## config.mk

```make
export PLATFORM = sky130hd
export DESIGN_NAME = uart_top
export DESIGN_NICKNAME = d
export VERILOG_FILES = /design/src/uart_pkg.sv /design/src/uart_top.sv /design/src/uart_tx_fsm.sv /design/src/uart_rx_fsm.sv /design/src/byte_fifo.sv
export SDC_FILE = /design/constraint.sdc
export NUM_CORES = 1
export LEC_CHECK = 0
export ABC_CLOCK_PERIOD_IN_PS = 2400
export BUFFER_PORTS_ARGS = -buffer_cell sky130_fd_sc_hd__buf_2
export CAP_MARGIN = 30
export CORE_MARGIN = 5
export CORE_UTILIZATION = 56
export CTS_BUF_LIST = sky130_fd_sc_hd__clkbuf_8
export CTS_CLUSTER_DIAMETER = 100
export DETAILED_ROUTE_END_ITERATION = 10
export HOLD_SLACK_MARGIN = 0.12
export PLACE_DENSITY = 0.75
export SLEW_MARGIN = 30
export SYNTH_ARGS = -nofsm -noshare
export SYNTH_HDL_FRONTEND = slang
export SYNTH_SLANG_ARGS = --single-unit
```

## constraint.sdc

```tcl
create_clock -name clk -period 2.4 [get_ports clk]
set_input_delay 0.48 -clock clk [delete_from_list [all_inputs] [get_ports clk]]
set_output_delay 0.48 -clock clk [all_outputs]
set_load 0.02 [all_outputs]
```

## src/uart_pkg.sv

```systemverilog
// UART shared definitions: frame position, FIFO sizing and bit timing
// Timing is counted in system 1 us ticks, one bit period is 8.68 us
`default_nettype none

package uart_pkg;

   // Frame position, data states hold their own bit index
   typedef enum logic [3:0] {
      D0    = 4'd0,  // LSB goes first
      D1    = 4'd1,
      D2    = 4'd2,
      D3    = 4'd3,
      D4    = 4'd4,
      D5    = 4'd5,
      D6    = 4'd6,
      D7    = 4'd7,  // MSB goes last
      STOP  = 4'd8,  // single stop bit, no parity
      IDLE  = 4'd14,
      START = 4'd15  // used by the transmitter only
   } bit_state_t;

   // Down-counter of 1 us ticks
   typedef logic [3:0] tick_cnt_t;

   // One character, also the FIFO word
   typedef logic [7:0] byte_t;

   // FIFO sizing
   localparam int FIFO_AWIDTH = 4;
   localparam int FIFO_DEPTH  = 16;

   // ---------------------------------------------------------------------
   // Receive sampling, stored values are ticks minus one
   // ---------------------------------------------------------------------
   // 14 ticks from start edge to middle of D0
   localparam tick_cnt_t RX_WAIT_FIRST = 4'd13;
   // Wait after sampling D0..D7, i.e. before D1..D7 and STOP
   localparam tick_cnt_t RX_WAIT [0:7] = '{4'd7, 4'd8, 4'd8, 4'd7,
                                           4'd8, 4'd8, 4'd7, 4'd8};

   // ---------------------------------------------------------------------
   // Transmit bit lengths, stored values are ticks minus one
   // ---------------------------------------------------------------------
   // Start bit, one extra count covers the tick that drives it low
   localparam tick_cnt_t TX_WAIT_START = 4'd9;
   // Length of D0..D7 and STOP, indexed by bit_state_t
   localparam tick_cnt_t TX_WAIT [0:8] = '{4'd7, 4'd8, 4'd8, 4'd7, 4'd8,
                                           4'd8, 4'd7, 4'd8, 4'd8};

endpackage

`default_nettype wire
```

## src/uart_top.sv

```systemverilog
// UART top: transmit and receive FSMs, each with a private 16-entry FIFO
// Software sees plain strobes and levels
`timescale 1ns/1ns
`default_nettype none

module uart_top
   import uart_pkg::*;
(
   input  logic  clk,
   input  logic  arst_n,
   input  logic  tick_1us,

   // Serial lines
   input  logic  uart_rx,
   output logic  uart_tx,

   // Transmit, a write while busy is dropped
   input  byte_t tx_data,
   input  logic  tx_write,
   output logic  tx_busy,

   // Receive, rx_data holds the FIFO head while rx_valid is high
   output byte_t rx_data,
   output logic  rx_valid,
   output logic  rx_oflow,
   input  logic  rx_read
);

   // ----------------------------------------------------------------------
   // Transmit path
   // ----------------------------------------------------------------------
   byte_t tx_head;
   logic  tx_empty;
   logic  tx_pop;

   // Busy is simply the full flag
   byte_fifo u_tx_fifo (
      .clk    (clk),
      .arst_n (arst_n),
      .din    (tx_data),
      .we     (tx_write),
      .re     (tx_pop),
      .dout   (tx_head),
      .empty  (tx_empty),
      .full   (tx_busy)
   );

   uart_tx_fsm u_tx (
      .clk      (clk),
      .arst_n   (arst_n),
      .tick_1us (tick_1us),
      .tx_empty (tx_empty),
      .tx_head  (tx_head),
      .tx_pop   (tx_pop),
      .uart_tx  (uart_tx)
   );

   // ----------------------------------------------------------------------
   // Receive path
   // ----------------------------------------------------------------------
   byte_t rx_byte;
   logic  rx_push;
   logic  rx_full;
   logic  rx_empty;

   uart_rx_fsm u_rx (
      .clk      (clk),
      .arst_n   (arst_n),
      .tick_1us (tick_1us),
      .uart_rx  (uart_rx),
      .rx_full  (rx_full),
      .rx_byte  (rx_byte),
      .rx_push  (rx_push),
      .rx_read  (rx_read),
      .rx_oflow (rx_oflow)
   );

   // Read while empty is ignored inside the FIFO
   byte_fifo u_rx_fifo (
      .clk    (clk),
      .arst_n (arst_n),
      .din    (rx_byte),
      .we     (rx_push),
      .re     (rx_read),
      .dout   (rx_data),
      .empty  (rx_empty),
      .full   (rx_full)
   );

   assign rx_valid = ~rx_empty;

endmodule

`default_nettype wire

```

## src/uart_tx_fsm.sv

```systemverilog
// UART transmitter: 8N1 frame generator paced by the 1 us tick
// Sends the transmit FIFO head and pops it when the stop bit ends
`timescale 1ns/1ns
`default_nettype none

module uart_tx_fsm
   import uart_pkg::*;
(
   input  logic  clk,
   input  logic  arst_n,
   input  logic  tick_1us,

   // Transmit FIFO side
   input  logic  tx_empty,
   input  byte_t tx_head,
   output logic  tx_pop,

   output logic  uart_tx
);

   // ----------------------------------------------------------------------
   // Bit edges after the start edge, in ticks
   //   9, 17, 26, 35, 43, 52, 61, 69, 78, 87
   // Worst edge error is 0.44 us against the 8.68 us ideal grid
   // ----------------------------------------------------------------------

   bit_state_t tx_state;
   bit_state_t tx_next;
   tick_cnt_t  tx_cnt;
   logic       tx_cnt_is0;
   logic       tx_nextbit;
   logic       tx_next_val;

   always_comb begin
      tx_cnt_is0  = (tx_cnt == '0);
      // Current bit ends on this tick
      tx_nextbit  = tick_1us & tx_cnt_is0;
      tx_next     = bit_state_t'(tx_state + 4'd1);

      // Line level for the bit after a data bit, high once STOP is next
      tx_next_val = (tx_next == STOP) ? 1'b1 : tx_head[tx_next[2:0]];

      // Head is done, FIFO may move on
      tx_pop      = tx_nextbit & (tx_state == STOP);
   end

   always_ff @(posedge clk) begin
      if (arst_n == 1'b0) begin
         tx_state <= IDLE;
         tx_cnt   <= '0;
         uart_tx  <= 1'b1;
      end
      else begin
         // Count ticks while a frame is open
         if ((tick_1us == 1'b1) && (tx_state != IDLE)) begin
            tx_cnt <= tick_cnt_t'(tx_cnt - tick_cnt_t'(1));
         end

         unique case (tx_state)
            // Line idles high, leave as soon as there is data
            IDLE: begin
               uart_tx <= 1'b1;
               tx_cnt  <= TX_WAIT_START;
               if (tx_empty == 1'b0) begin
                  tx_state <= START;
               end
            end

            // First tick drives the start bit, aligning the frame to the tick
            START: begin
               if (tick_1us == 1'b1) begin
                  uart_tx <= 1'b0;
                  if (tx_cnt_is0 == 1'b1) begin
                     uart_tx  <= tx_head[0];
                     tx_cnt   <= TX_WAIT[D0];
                     tx_state <= D0;
                  end
               end
            end

            // Hold the stop bit for its full length
            STOP: begin
               if (tx_nextbit == 1'b1) begin
                  tx_state <= IDLE;
               end
            end

            // D0..D7, move to the next bit and load its length
            default: begin
               if (tx_nextbit == 1'b1) begin
                  uart_tx  <= tx_next_val;
                  tx_cnt   <= TX_WAIT[tx_next];
                  tx_state <= tx_next;
               end
            end
         endcase
      end
   end

endmodule

`default_nettype wire

```

## src/uart_rx_fsm.sv

```systemverilog
// UART receiver: tick-paced bit sampler, LSB-first shifter and overflow flag
// Pushes each byte into the receive FIFO at the stop sample
`timescale 1ns/1ns
`default_nettype none

module uart_rx_fsm
   import uart_pkg::*;
(
   input  logic  clk,
   input  logic  arst_n,
   input  logic  tick_1us,

   input  logic  uart_rx,

   // Receive FIFO side
   input  logic  rx_full,
   output byte_t rx_byte,
   output logic  rx_push,

   // Software side
   input  logic  rx_read,
   output logic  rx_oflow
);

   // ----------------------------------------------------------------------
   // Sample points after the start edge, in ticks
   //   D0 14, D1 22, D2 31, D3 40, D4 48, D5 57, D6 66, D7 74, STOP 83
   // The tick phase adds up to one more, error stays within 1 us of center
   // ----------------------------------------------------------------------

   bit_state_t rx_state;
   bit_state_t rx_next;
   tick_cnt_t  rx_cnt;
   logic       rx_cnt_is0;
   logic       rx_sample;
   byte_t      rx_shift;

   always_comb begin
      rx_cnt_is0 = (rx_cnt == '0);
      // Sample when the wait has run out on a tick
      rx_sample  = tick_1us & rx_cnt_is0;
      // D7 + 1 lands on STOP
      rx_next    = bit_state_t'(rx_state + 4'd1);

      // Byte complete at the stop sample
      rx_push    = rx_sample & (rx_state == STOP);
      rx_byte    = rx_shift;
   end

   // ----------------------------------------------------------------------
   // Control
   // ----------------------------------------------------------------------
   always_ff @(posedge clk) begin
      if (arst_n == 1'b0) begin
         rx_state <= IDLE;
         rx_cnt   <= '0;
         rx_oflow <= 1'b0;
      end
      else begin
         // Count ticks while a frame is open
         if ((tick_1us == 1'b1) && (rx_state != IDLE)) begin
            rx_cnt <= tick_cnt_t'(rx_cnt - tick_cnt_t'(1));
         end

         // Hardware set wins over software clear
         if ((rx_push == 1'b1) && (rx_full == 1'b1)) begin
            rx_oflow <= 1'b1;
         end
         else if (rx_read == 1'b1) begin
            rx_oflow <= 1'b0;
         end

         unique case (rx_state)
            // Wait for the falling edge of the start bit
            IDLE: begin
               rx_cnt <= RX_WAIT_FIRST;
               if (uart_rx == 1'b0) begin
                  // Start bit is skipped, go straight to D0 timing
                  rx_state <= D0;
               end
            end

            // Stop value is not checked
            STOP: begin
               if (rx_sample == 1'b1) begin
                  rx_state <= IDLE;
               end
            end

            // D0..D7, reload the wait for the following sample
            default: begin
               if (rx_sample == 1'b1) begin
                  rx_cnt   <= RX_WAIT[rx_state[2:0]];
                  rx_state <= rx_next;
               end
            end
         endcase
      end
   end

   // Shifter, MSB lands last
   always_ff @(posedge clk) begin
      if ((rx_sample == 1'b1) && (rx_state != IDLE) && (rx_state != STOP)) begin
         rx_shift <= {uart_rx, rx_shift[7:1]};
      end
   end

endmodule

`default_nettype wire

```

## src/byte_fifo.sv

```systemverilog
// Byte FIFO, 16 entries, fall-through head with full and empty flags
// Overflowing writes and underflowing reads are dropped
`timescale 1ns/1ns
`default_nettype none

module byte_fifo
   import uart_pkg::*;
(
   input  logic  clk,
   input  logic  arst_n,

   input  byte_t din,
   input  logic  we,
   input  logic  re,

   output byte_t dout,
   output logic  empty,
   output logic  full
);

   // Storage
   byte_t mem [FIFO_DEPTH];

   // Pointers carry one extra wrap bit
   logic [FIFO_AWIDTH:0] wr_ptr;
   logic [FIFO_AWIDTH:0] rd_ptr;

   logic do_write;
   logic do_read;

   // ----------------------------------------------------------------------
   // Flags and qualified strobes
   // ----------------------------------------------------------------------
   always_comb begin
      // Same address, wrap bits tell full from empty
      empty    = (wr_ptr == rd_ptr);
      full     = (wr_ptr[FIFO_AWIDTH] != rd_ptr[FIFO_AWIDTH]) &&
                 (wr_ptr[FIFO_AWIDTH-1:0] == rd_ptr[FIFO_AWIDTH-1:0]);

      do_write = we & ~full;
      do_read  = re & ~empty;

      // Head entry, visible without a read
      dout     = mem[rd_ptr[FIFO_AWIDTH-1:0]];
   end

   // ----------------------------------------------------------------------
   // Pointers
   // ----------------------------------------------------------------------
   always_ff @(posedge clk) begin
      if (arst_n == 1'b0) begin
         wr_ptr <= '0;
         rd_ptr <= '0;
      end
      else begin
         if (do_write == 1'b1) begin
            wr_ptr <= wr_ptr + 1'b1;
         end
         if (do_read == 1'b1) begin
            rd_ptr <= rd_ptr + 1'b1;
         end
      end
   end

   // Data array, no reset
   always_ff @(posedge clk) begin
      if (do_write == 1'b1) begin
         mem[wr_ptr[FIFO_AWIDTH-1:0]] <= din;
      end
   end

endmodule

`default_nettype wire

```

Yosys cells after proc, flatten, opt, wreduce, memory -nomap -nowiden
Memory sizes are Yosys's and may differ from the RTL's. A register that Yosys moved wholly into a read port is not among the register bits.
Index checks and enable logic that the tools add are counted.

storage, ports and cells
  bits in registers = 46
  latch bits = 0
  memory bits (writable) = 256
  ROM bits = 96
  input port bits = 14
  output and inout bits = 12
  logic and storage cells = 116
  memories kept = 4

operators by class
  $add $sub $neg = 8
  multiply operators = 0
  divide/modulo/power cells = 0
  order comparisons = 3
  eq/ne operators = 21
  shift-type cells = 0
  multiplexer cells = 39
  bitwise gates (word level) = 15
  reduce and logical (&&, ||, !) cells = 15

memories
  memory            depth  width  rd ports  clocked after Yosys merged registers in  write ports  line               text
  u_rx_fifo.mem     16     8      1         1                                        1            byte_fifo.sv:22    byte_t mem [FIFO_DEPTH];
  u_tx_fifo.mem     16     8      1         1                                        1            byte_fifo.sv:22
  (name not given)  16     4      1         0                                        0            uart_tx_fsm.sv:92  tx_cnt <= TX_WAIT[tx_next];
  (name not given)  8      4      1         0                                        0            uart_rx_fsm.sv:93  rx_cnt <= RX_WAIT[rx_state[2:0]];

operators by type and width
  cell                                                    count
  two-way mux 4 bit                                       22
  == test 4 bit (second input constant)                   6
  one-hot mux 4 bit (3 select lines)                      2
  adder 5 x 1 -> 5 bit (second input constant)            4
  one-hot mux 4 bit (2 select lines)                      2
  inequality test 4 bit (second input constant)           3
  two-way mux 1 bit                                       11
  == test 5 bit                                           2
  adder 4 x 1 -> 4 bit (second input constant)            2
  bitwise AND 1 bit                                       8
  == test 4 bit                                           2
  logical NOT 4 bit                                       2
  subtractor 4 x 1 -> 4 bit (second input constant)       2
  logical AND 1 bit                                       7
  inequality test 2 x 1 -> 1 bit (second input constant)  3
  inequality test 2 bit (second input constant)           3
  AND reduction 3 bit                                     2
  >= comparator 5 bit (second input constant)             1
  NOT 1 bit                                               5
  NOT 4 -> 5 bit                                          1
  AND reduction 5 bit                                     1
  >= comparator 4 bit (second input constant)             1
  < comparator 3 x 4 -> 1 bit (second input constant)     1
  NOT 3 -> 4 bit                                          1
  5 further kinds                                         7

Longest topological paths before layout
  depth after elaboration = 7
  depth in mapped cells = 11
  gate-level depth less buffers = 9

Hierarchy
A second synthesis with hierarchy kept.

second synthesis, totals
  cell total of the unflattened synthesis = 764
  area total of the unflattened synthesis = 13,430.4 um^2

by module, submodules not included
  module                 instances  cells an instance  area an instance (um^2)  sequential area each (um^2)
  byte_fifo (u_rx_fifo)  1          282                5,806.8                  4,124.0
  byte_fifo (u_tx_fifo)  1          285                5,800.6                  4,124.0
  uart_rx_fsm            1          88                 915.9                    420.4
  uart_tx_fsm            1          108                903.4                    180.2
  uart_top               1          1                  3.8                      0.0

Least setup slack after synthesis
Ideal clock, no wire load.

  path type = flip-flop to flip-flop
  from = reg u_tx.tx_state[0]
  to = reg u_tx.uart_tx
  library setup time = 0.126 ns
  arrival time = 2.265 ns
  required time = 2.274 ns
  setup slack = 0.009 ns
  stages on the path, launching flop included = 12
  path buffers = 2
  period minus slack after synthesis = 2.391 ns
  cell sequence = dfxtp_1 clkbuf_1 inv_1 ha_1 clkbuf_1 nor2b_1 and2_1 and3_1 a311oi_1 nand3_1 o211ai_1 a31oi_1

between the ends
  word-level cells in the longest chain between the ends = 6
  elaborated cells on any way between the ends = 14
  those cells by class = add/sub: 1; eq/ne: 5; mux: 5; bitwise: 1; reduce/logical: 2

RTL lines
  item                                     line               text
  start, declared                          uart_tx_fsm.sv:27  bit_state_t tx_state;
  start signal, assigned                   uart_tx_fsm.sv:93  tx_state <= tx_next;
  adder 4 x 1 -> 4 bit                     uart_tx_fsm.sv:38  tx_next = bit_state_t'(tx_state + 4'd1);
  binary-select mux 1 bit (select 3 bit)   uart_tx_fsm.sv:41  tx_next_val = (tx_next == STOP) ? 1'b1 : tx_head[tx_next[2:0]];
  two-way mux 1 bit (not written as such)  uart_tx_fsm.sv:41
  two-way mux 1 bit                        uart_tx_fsm.sv:41
  two-way mux 1 bit                        uart_tx_fsm.sv:90  if (tx_nextbit == 1'b1) begin
  one-hot mux 1 bit (3 select lines)       uart_tx_fsm.sv:59  unique case (tx_state)
  end signal, assigned                     uart_tx_fsm.sv:74  uart_tx <= tx_head[0];
  end signal, assigned                     uart_tx_fsm.sv:91  uart_tx <= tx_next_val;
  end, declared                            uart_tx_fsm.sv:18  output logic uart_tx

Several ways; a longest one is shown, not always the timed one. The select of a mux whose other input is x is not followed.
A chain may end at the register's enable or synchronous reset.

==> reports/metrics.yaml <==
outcome:
  status: "finished, violations left"
  violations: "setup timing"
synth:
  synth_top_family_by_area: "multiplexers"
  syn_area_um2: 12800
  synth_xor_area_share_pct: 2.33
  syn_nets: 809
  yosysSeqAreaShare_pct: 69.3
  synthArstFlopShare_pct: 0
  syn-instance-count: 773
  synth-simple-area-share_pct: 6.84
  synth_cell_types: 61
  avgSynthCellArea_um2: 16.5
  synth_edf_count: 264
  synthFlopType: "edfxtp_1"
  synth_fa_ha_area_share_pct: 2.16
  synth-seq-cells: 310
  synth.area.mux_share_pct: 12.7
  synth-compound-area-share_pct: 4.28
  ys_warn_count: 0
die:
  initial_core_util_pct: 56.6
  die_w_um: 161
  rows: 55
  design.core.area_um2: 22600
  die_h_um: 161
  die_area_um2: 25900
  pin_count: 26
run:
  drv_cap: 0
cells_and_area:
  nets: 907
  area_growth_pct: 13.9
  insertedDiodeCount: 0
  design_area_um2: 14500
  drive_gt1_share_pct: 23.2
placed_design:
  place_congestion: 0.834
  placement.io_buffers: 25
  place_area_um2: 13500
  hpwl_mm: 16.7
detailed_routing:
  antenna_left: 0
  dr_wl_met2_mm: 13.2
  wl_met3_mm: 1.47
  drtIter0Drc: 641
  vias_per_cell: 5.89
  drt-wirelength-per-cell_um: 21.4
  dr.pass1.iters: 5
  vias: 7028
  drc: 0
  routed.top_layer: "met4"
  wl_mm: 25.6
  met1_length_mm: 10.4
power:
  clkPwrFrac_pct: 34.1
  p_leak_uw: 0.00497
  p_sw_uw: 2940
  powerDensity_nw_per_um2: 794
  irDropWorstVdd_mv: 0.559
  power_frac_comb_pct: 11.9
  internal_power_uw: 8620
  power_switching_share_pct: 25.4
  power_frac_seq_pct: 54.0
sta:
  fin_ws_ns: -0.455
  slew_headroom_pct: 61.5
  worst_pin_slew_ns: 0.575
  period_share_pct: 119
  fmax_mhz: 350
  skew_ns: 0.0264
  timing.final.max_slew_violations: 0
  setup_viol: 8
  hold_slack_ns: 0.181
  period_minus_slack_ns: 2.85
  rsz0062_at_grt: "true"
  finalHoldViolations: 0
setup_path:
  path_class: "reg2out"
  crit_path_end_kind: "output port"
  cp-start-kind: "register"
  crit_arrival_ns: 2.37
  path_max_fanout: 7
  crit_required_ns: 1.92
clock_tree:
  path_clk_slew_ns: 0.06
  clock_path_buffers: 3
  cts_max_level: 2
  clkLatencyLatePin_ns: 0.57
  cts_root_buf: "clkbuf_8"
  cts.sinks: 310
  cts_buffers: 48
  cts_tree: "done"
grt:
  grt_pass1_wl_mm: 40.7
  grt_use_total_pct: 20.0
  grt_pass1_vias: 7431
  antenna_found_initial: 0
  grt-ovfl-total: 0
  grt_max_degree: 33
worst_hold_path:
  worstHoldPathType: "in2reg"
[critical path, stage by stage, from the launching register on]
cell	delay, ns
dfxtp_4	0.41
buf_12	0.13
buf_16	0.13
mux4_2	0.50
mux4_2	0.49
buf_6	0.15
[sequential cells by signal (all words and copies together) (netlist names), named ones only]
signal and count:
u_tx_fifo.mem 128, u_rx_fifo.rd_ptr 5, u_tx.uart_tx 1, u_tx_fifo.wr_ptr 5, u_rx_fifo.wr_ptr 5, u_tx.tx_state 4, u_rx.rx_state 4, u_rx.rx_byte 8
u_tx_fifo.rd_ptr 5, u_rx.rx_cnt 4, u_rx_fifo.mem 128, u_rx.rx_oflow 1, u_tx.tx_cnt 4
[cells in the mapped netlist (all sizes together) (4+ instances only)]
master / n / area share, %
a211oi: 4 / 0.24
a21oi: 19 / 0.77
a221oi: 6 / 0.51
a22oi: 7 / 0.41
and2: 6 / 0.29
and3: 4 / 0.20
buf: 22 / 1.3
clkbuf: 17 / 0.50
dfxtp: 46 / 7.2
edfxtp: 264 / 62
ha: 22 / 2.2
inv: 18 / 0.53
mux2i: 23 / 1.8
mux4: 60 / 11
nand2: 36 / 1.1
nand2b: 6 / 0.29
nand3: 14 / 0.55
nand4: 8 / 0.39
nor2: 73 / 2.1
nor2b: 6 / 0.29
nor3: 12 / 0.51
nor4b: 5 / 0.34
o21ai: 20 / 0.78
xnor2: 10 / 0.69
xor2: 24 / 1.6
[repair_timing]
action | 4_1_cts | 5_1_grt
gates cloned | 3 | 0
buffers inserted | 2 | 0
endpoints found under the hold margin | 1 | 0
setup endpoints to repair | 8 | 26
gates resized for setup | 19 | 7
hold buffers | 1 | 0
[kinds of logic (layout without fill, tap and decap cells)]
logic type | after synthesis | count (layout)
compound gates | 81 | 81
buf+inv | 58 | 193
mux | 86 | 86
simple gates | 182 | 182
flops | 310 | 310
fa+ha+maj | 22 | 22
xor+xnor | 34 | 34
[path summary, 6_finish.rpt]
check             slack [ns]              from  depth (start not counted)               end
setup / recovery       -0.45          register                          5        rx_data[3]
hold / removal          0.18            arst_n                          2  u_rx.rx_state[1]
setup reg to reg        0.17  u_tx.tx_state[0]                          9      u_tx.uart_tx
hold reg to reg         0.48     u_rx.rx_oflow                          2     u_rx.rx_oflow
[layout by cell type (no fill, tap or decap), types with 5 or more instances in the layout]
cell,synthesis,final
mux4_2,58,58
buf_4,0,53
ha_1,22,22
buf_6,3,8
dfxtp_1,46,42
nand2b_1,6,6
inv_1,18,45
nor4b_1,5,5
a22oi_1,7,7
nor2_1,73,73
buf_2,14,18
o21ai_0,19,19
nor3_1,11,11
mux2i_1,23,23
nor2b_1,6,6
xor2_1,24,24
nand2_1,36,36
and2_1,6,6
xnor2_1,10,10
nand4_1,8,8
edfxtp_1,264,264
clkbuf_8,0,50
a21oi_1,18,18
nand3_1,14,14
buf_12,2,5
clkinv_1,1,7
[routing by layer]
| layer | vias to the layer above | global-route usage [%] |
|---|---|---|
| met1 | 3516 | 26.0 |
| li1 | 3206 | - |
| met2 | 256 | 34.9 |
| met4 | 0 | 5.20 |
| met3 | 50 | 3.96 |
| met5 | - | 0 |
[power groups by stage]
stage | combinational (uW) | sequential (uW) | clock (uW)
final | 1370 | 6240 | 3940
after global routing | 1520 | 6260 | 4310
after CTS | 1350 | 6240 | 4030
after detailed placement | 1320 | 6350 | 0
after global placement | 1240 | 6320 | 0
after floorplan | 959 | 6260 | 0
[layout make-up]
type / instances / area [um2]
Multi-Input combinational cell: 405 / 3640
Clock buffer: 50 / 688
Tap cell: 285 / 357
Inverter: 19 / 71.3
Sequential cell: 310 / 8860
Fill cell: 1541 / 8030
Timing Repair Buffer: 87 / 743
Clock inverter: 37 / 184
[stage by stage]
stage | power (uW) | instances | TNS (ns) | utilization (%) | worst slack, ns
2_1_floorplan | 7220 | 773 | 0 | - | 0.00919
3_3_place_gp | 7560 | 1101 | 0 | 59.7 | 0.0692
3_5_place_dp | 7670 | 1101 | 0 | 59.7 | 0.0306
4_1_cts | 11600 | 1194 | -3.82 | 64.4 | -0.490
5_1_grt | 12100 | 1193 | -4.12 | 64.4 | -0.534
6_report | 11600 | 1193 | -3.39 | 64.4 | -0.455
No activity file was read; power rests on OpenSTA's default activity.
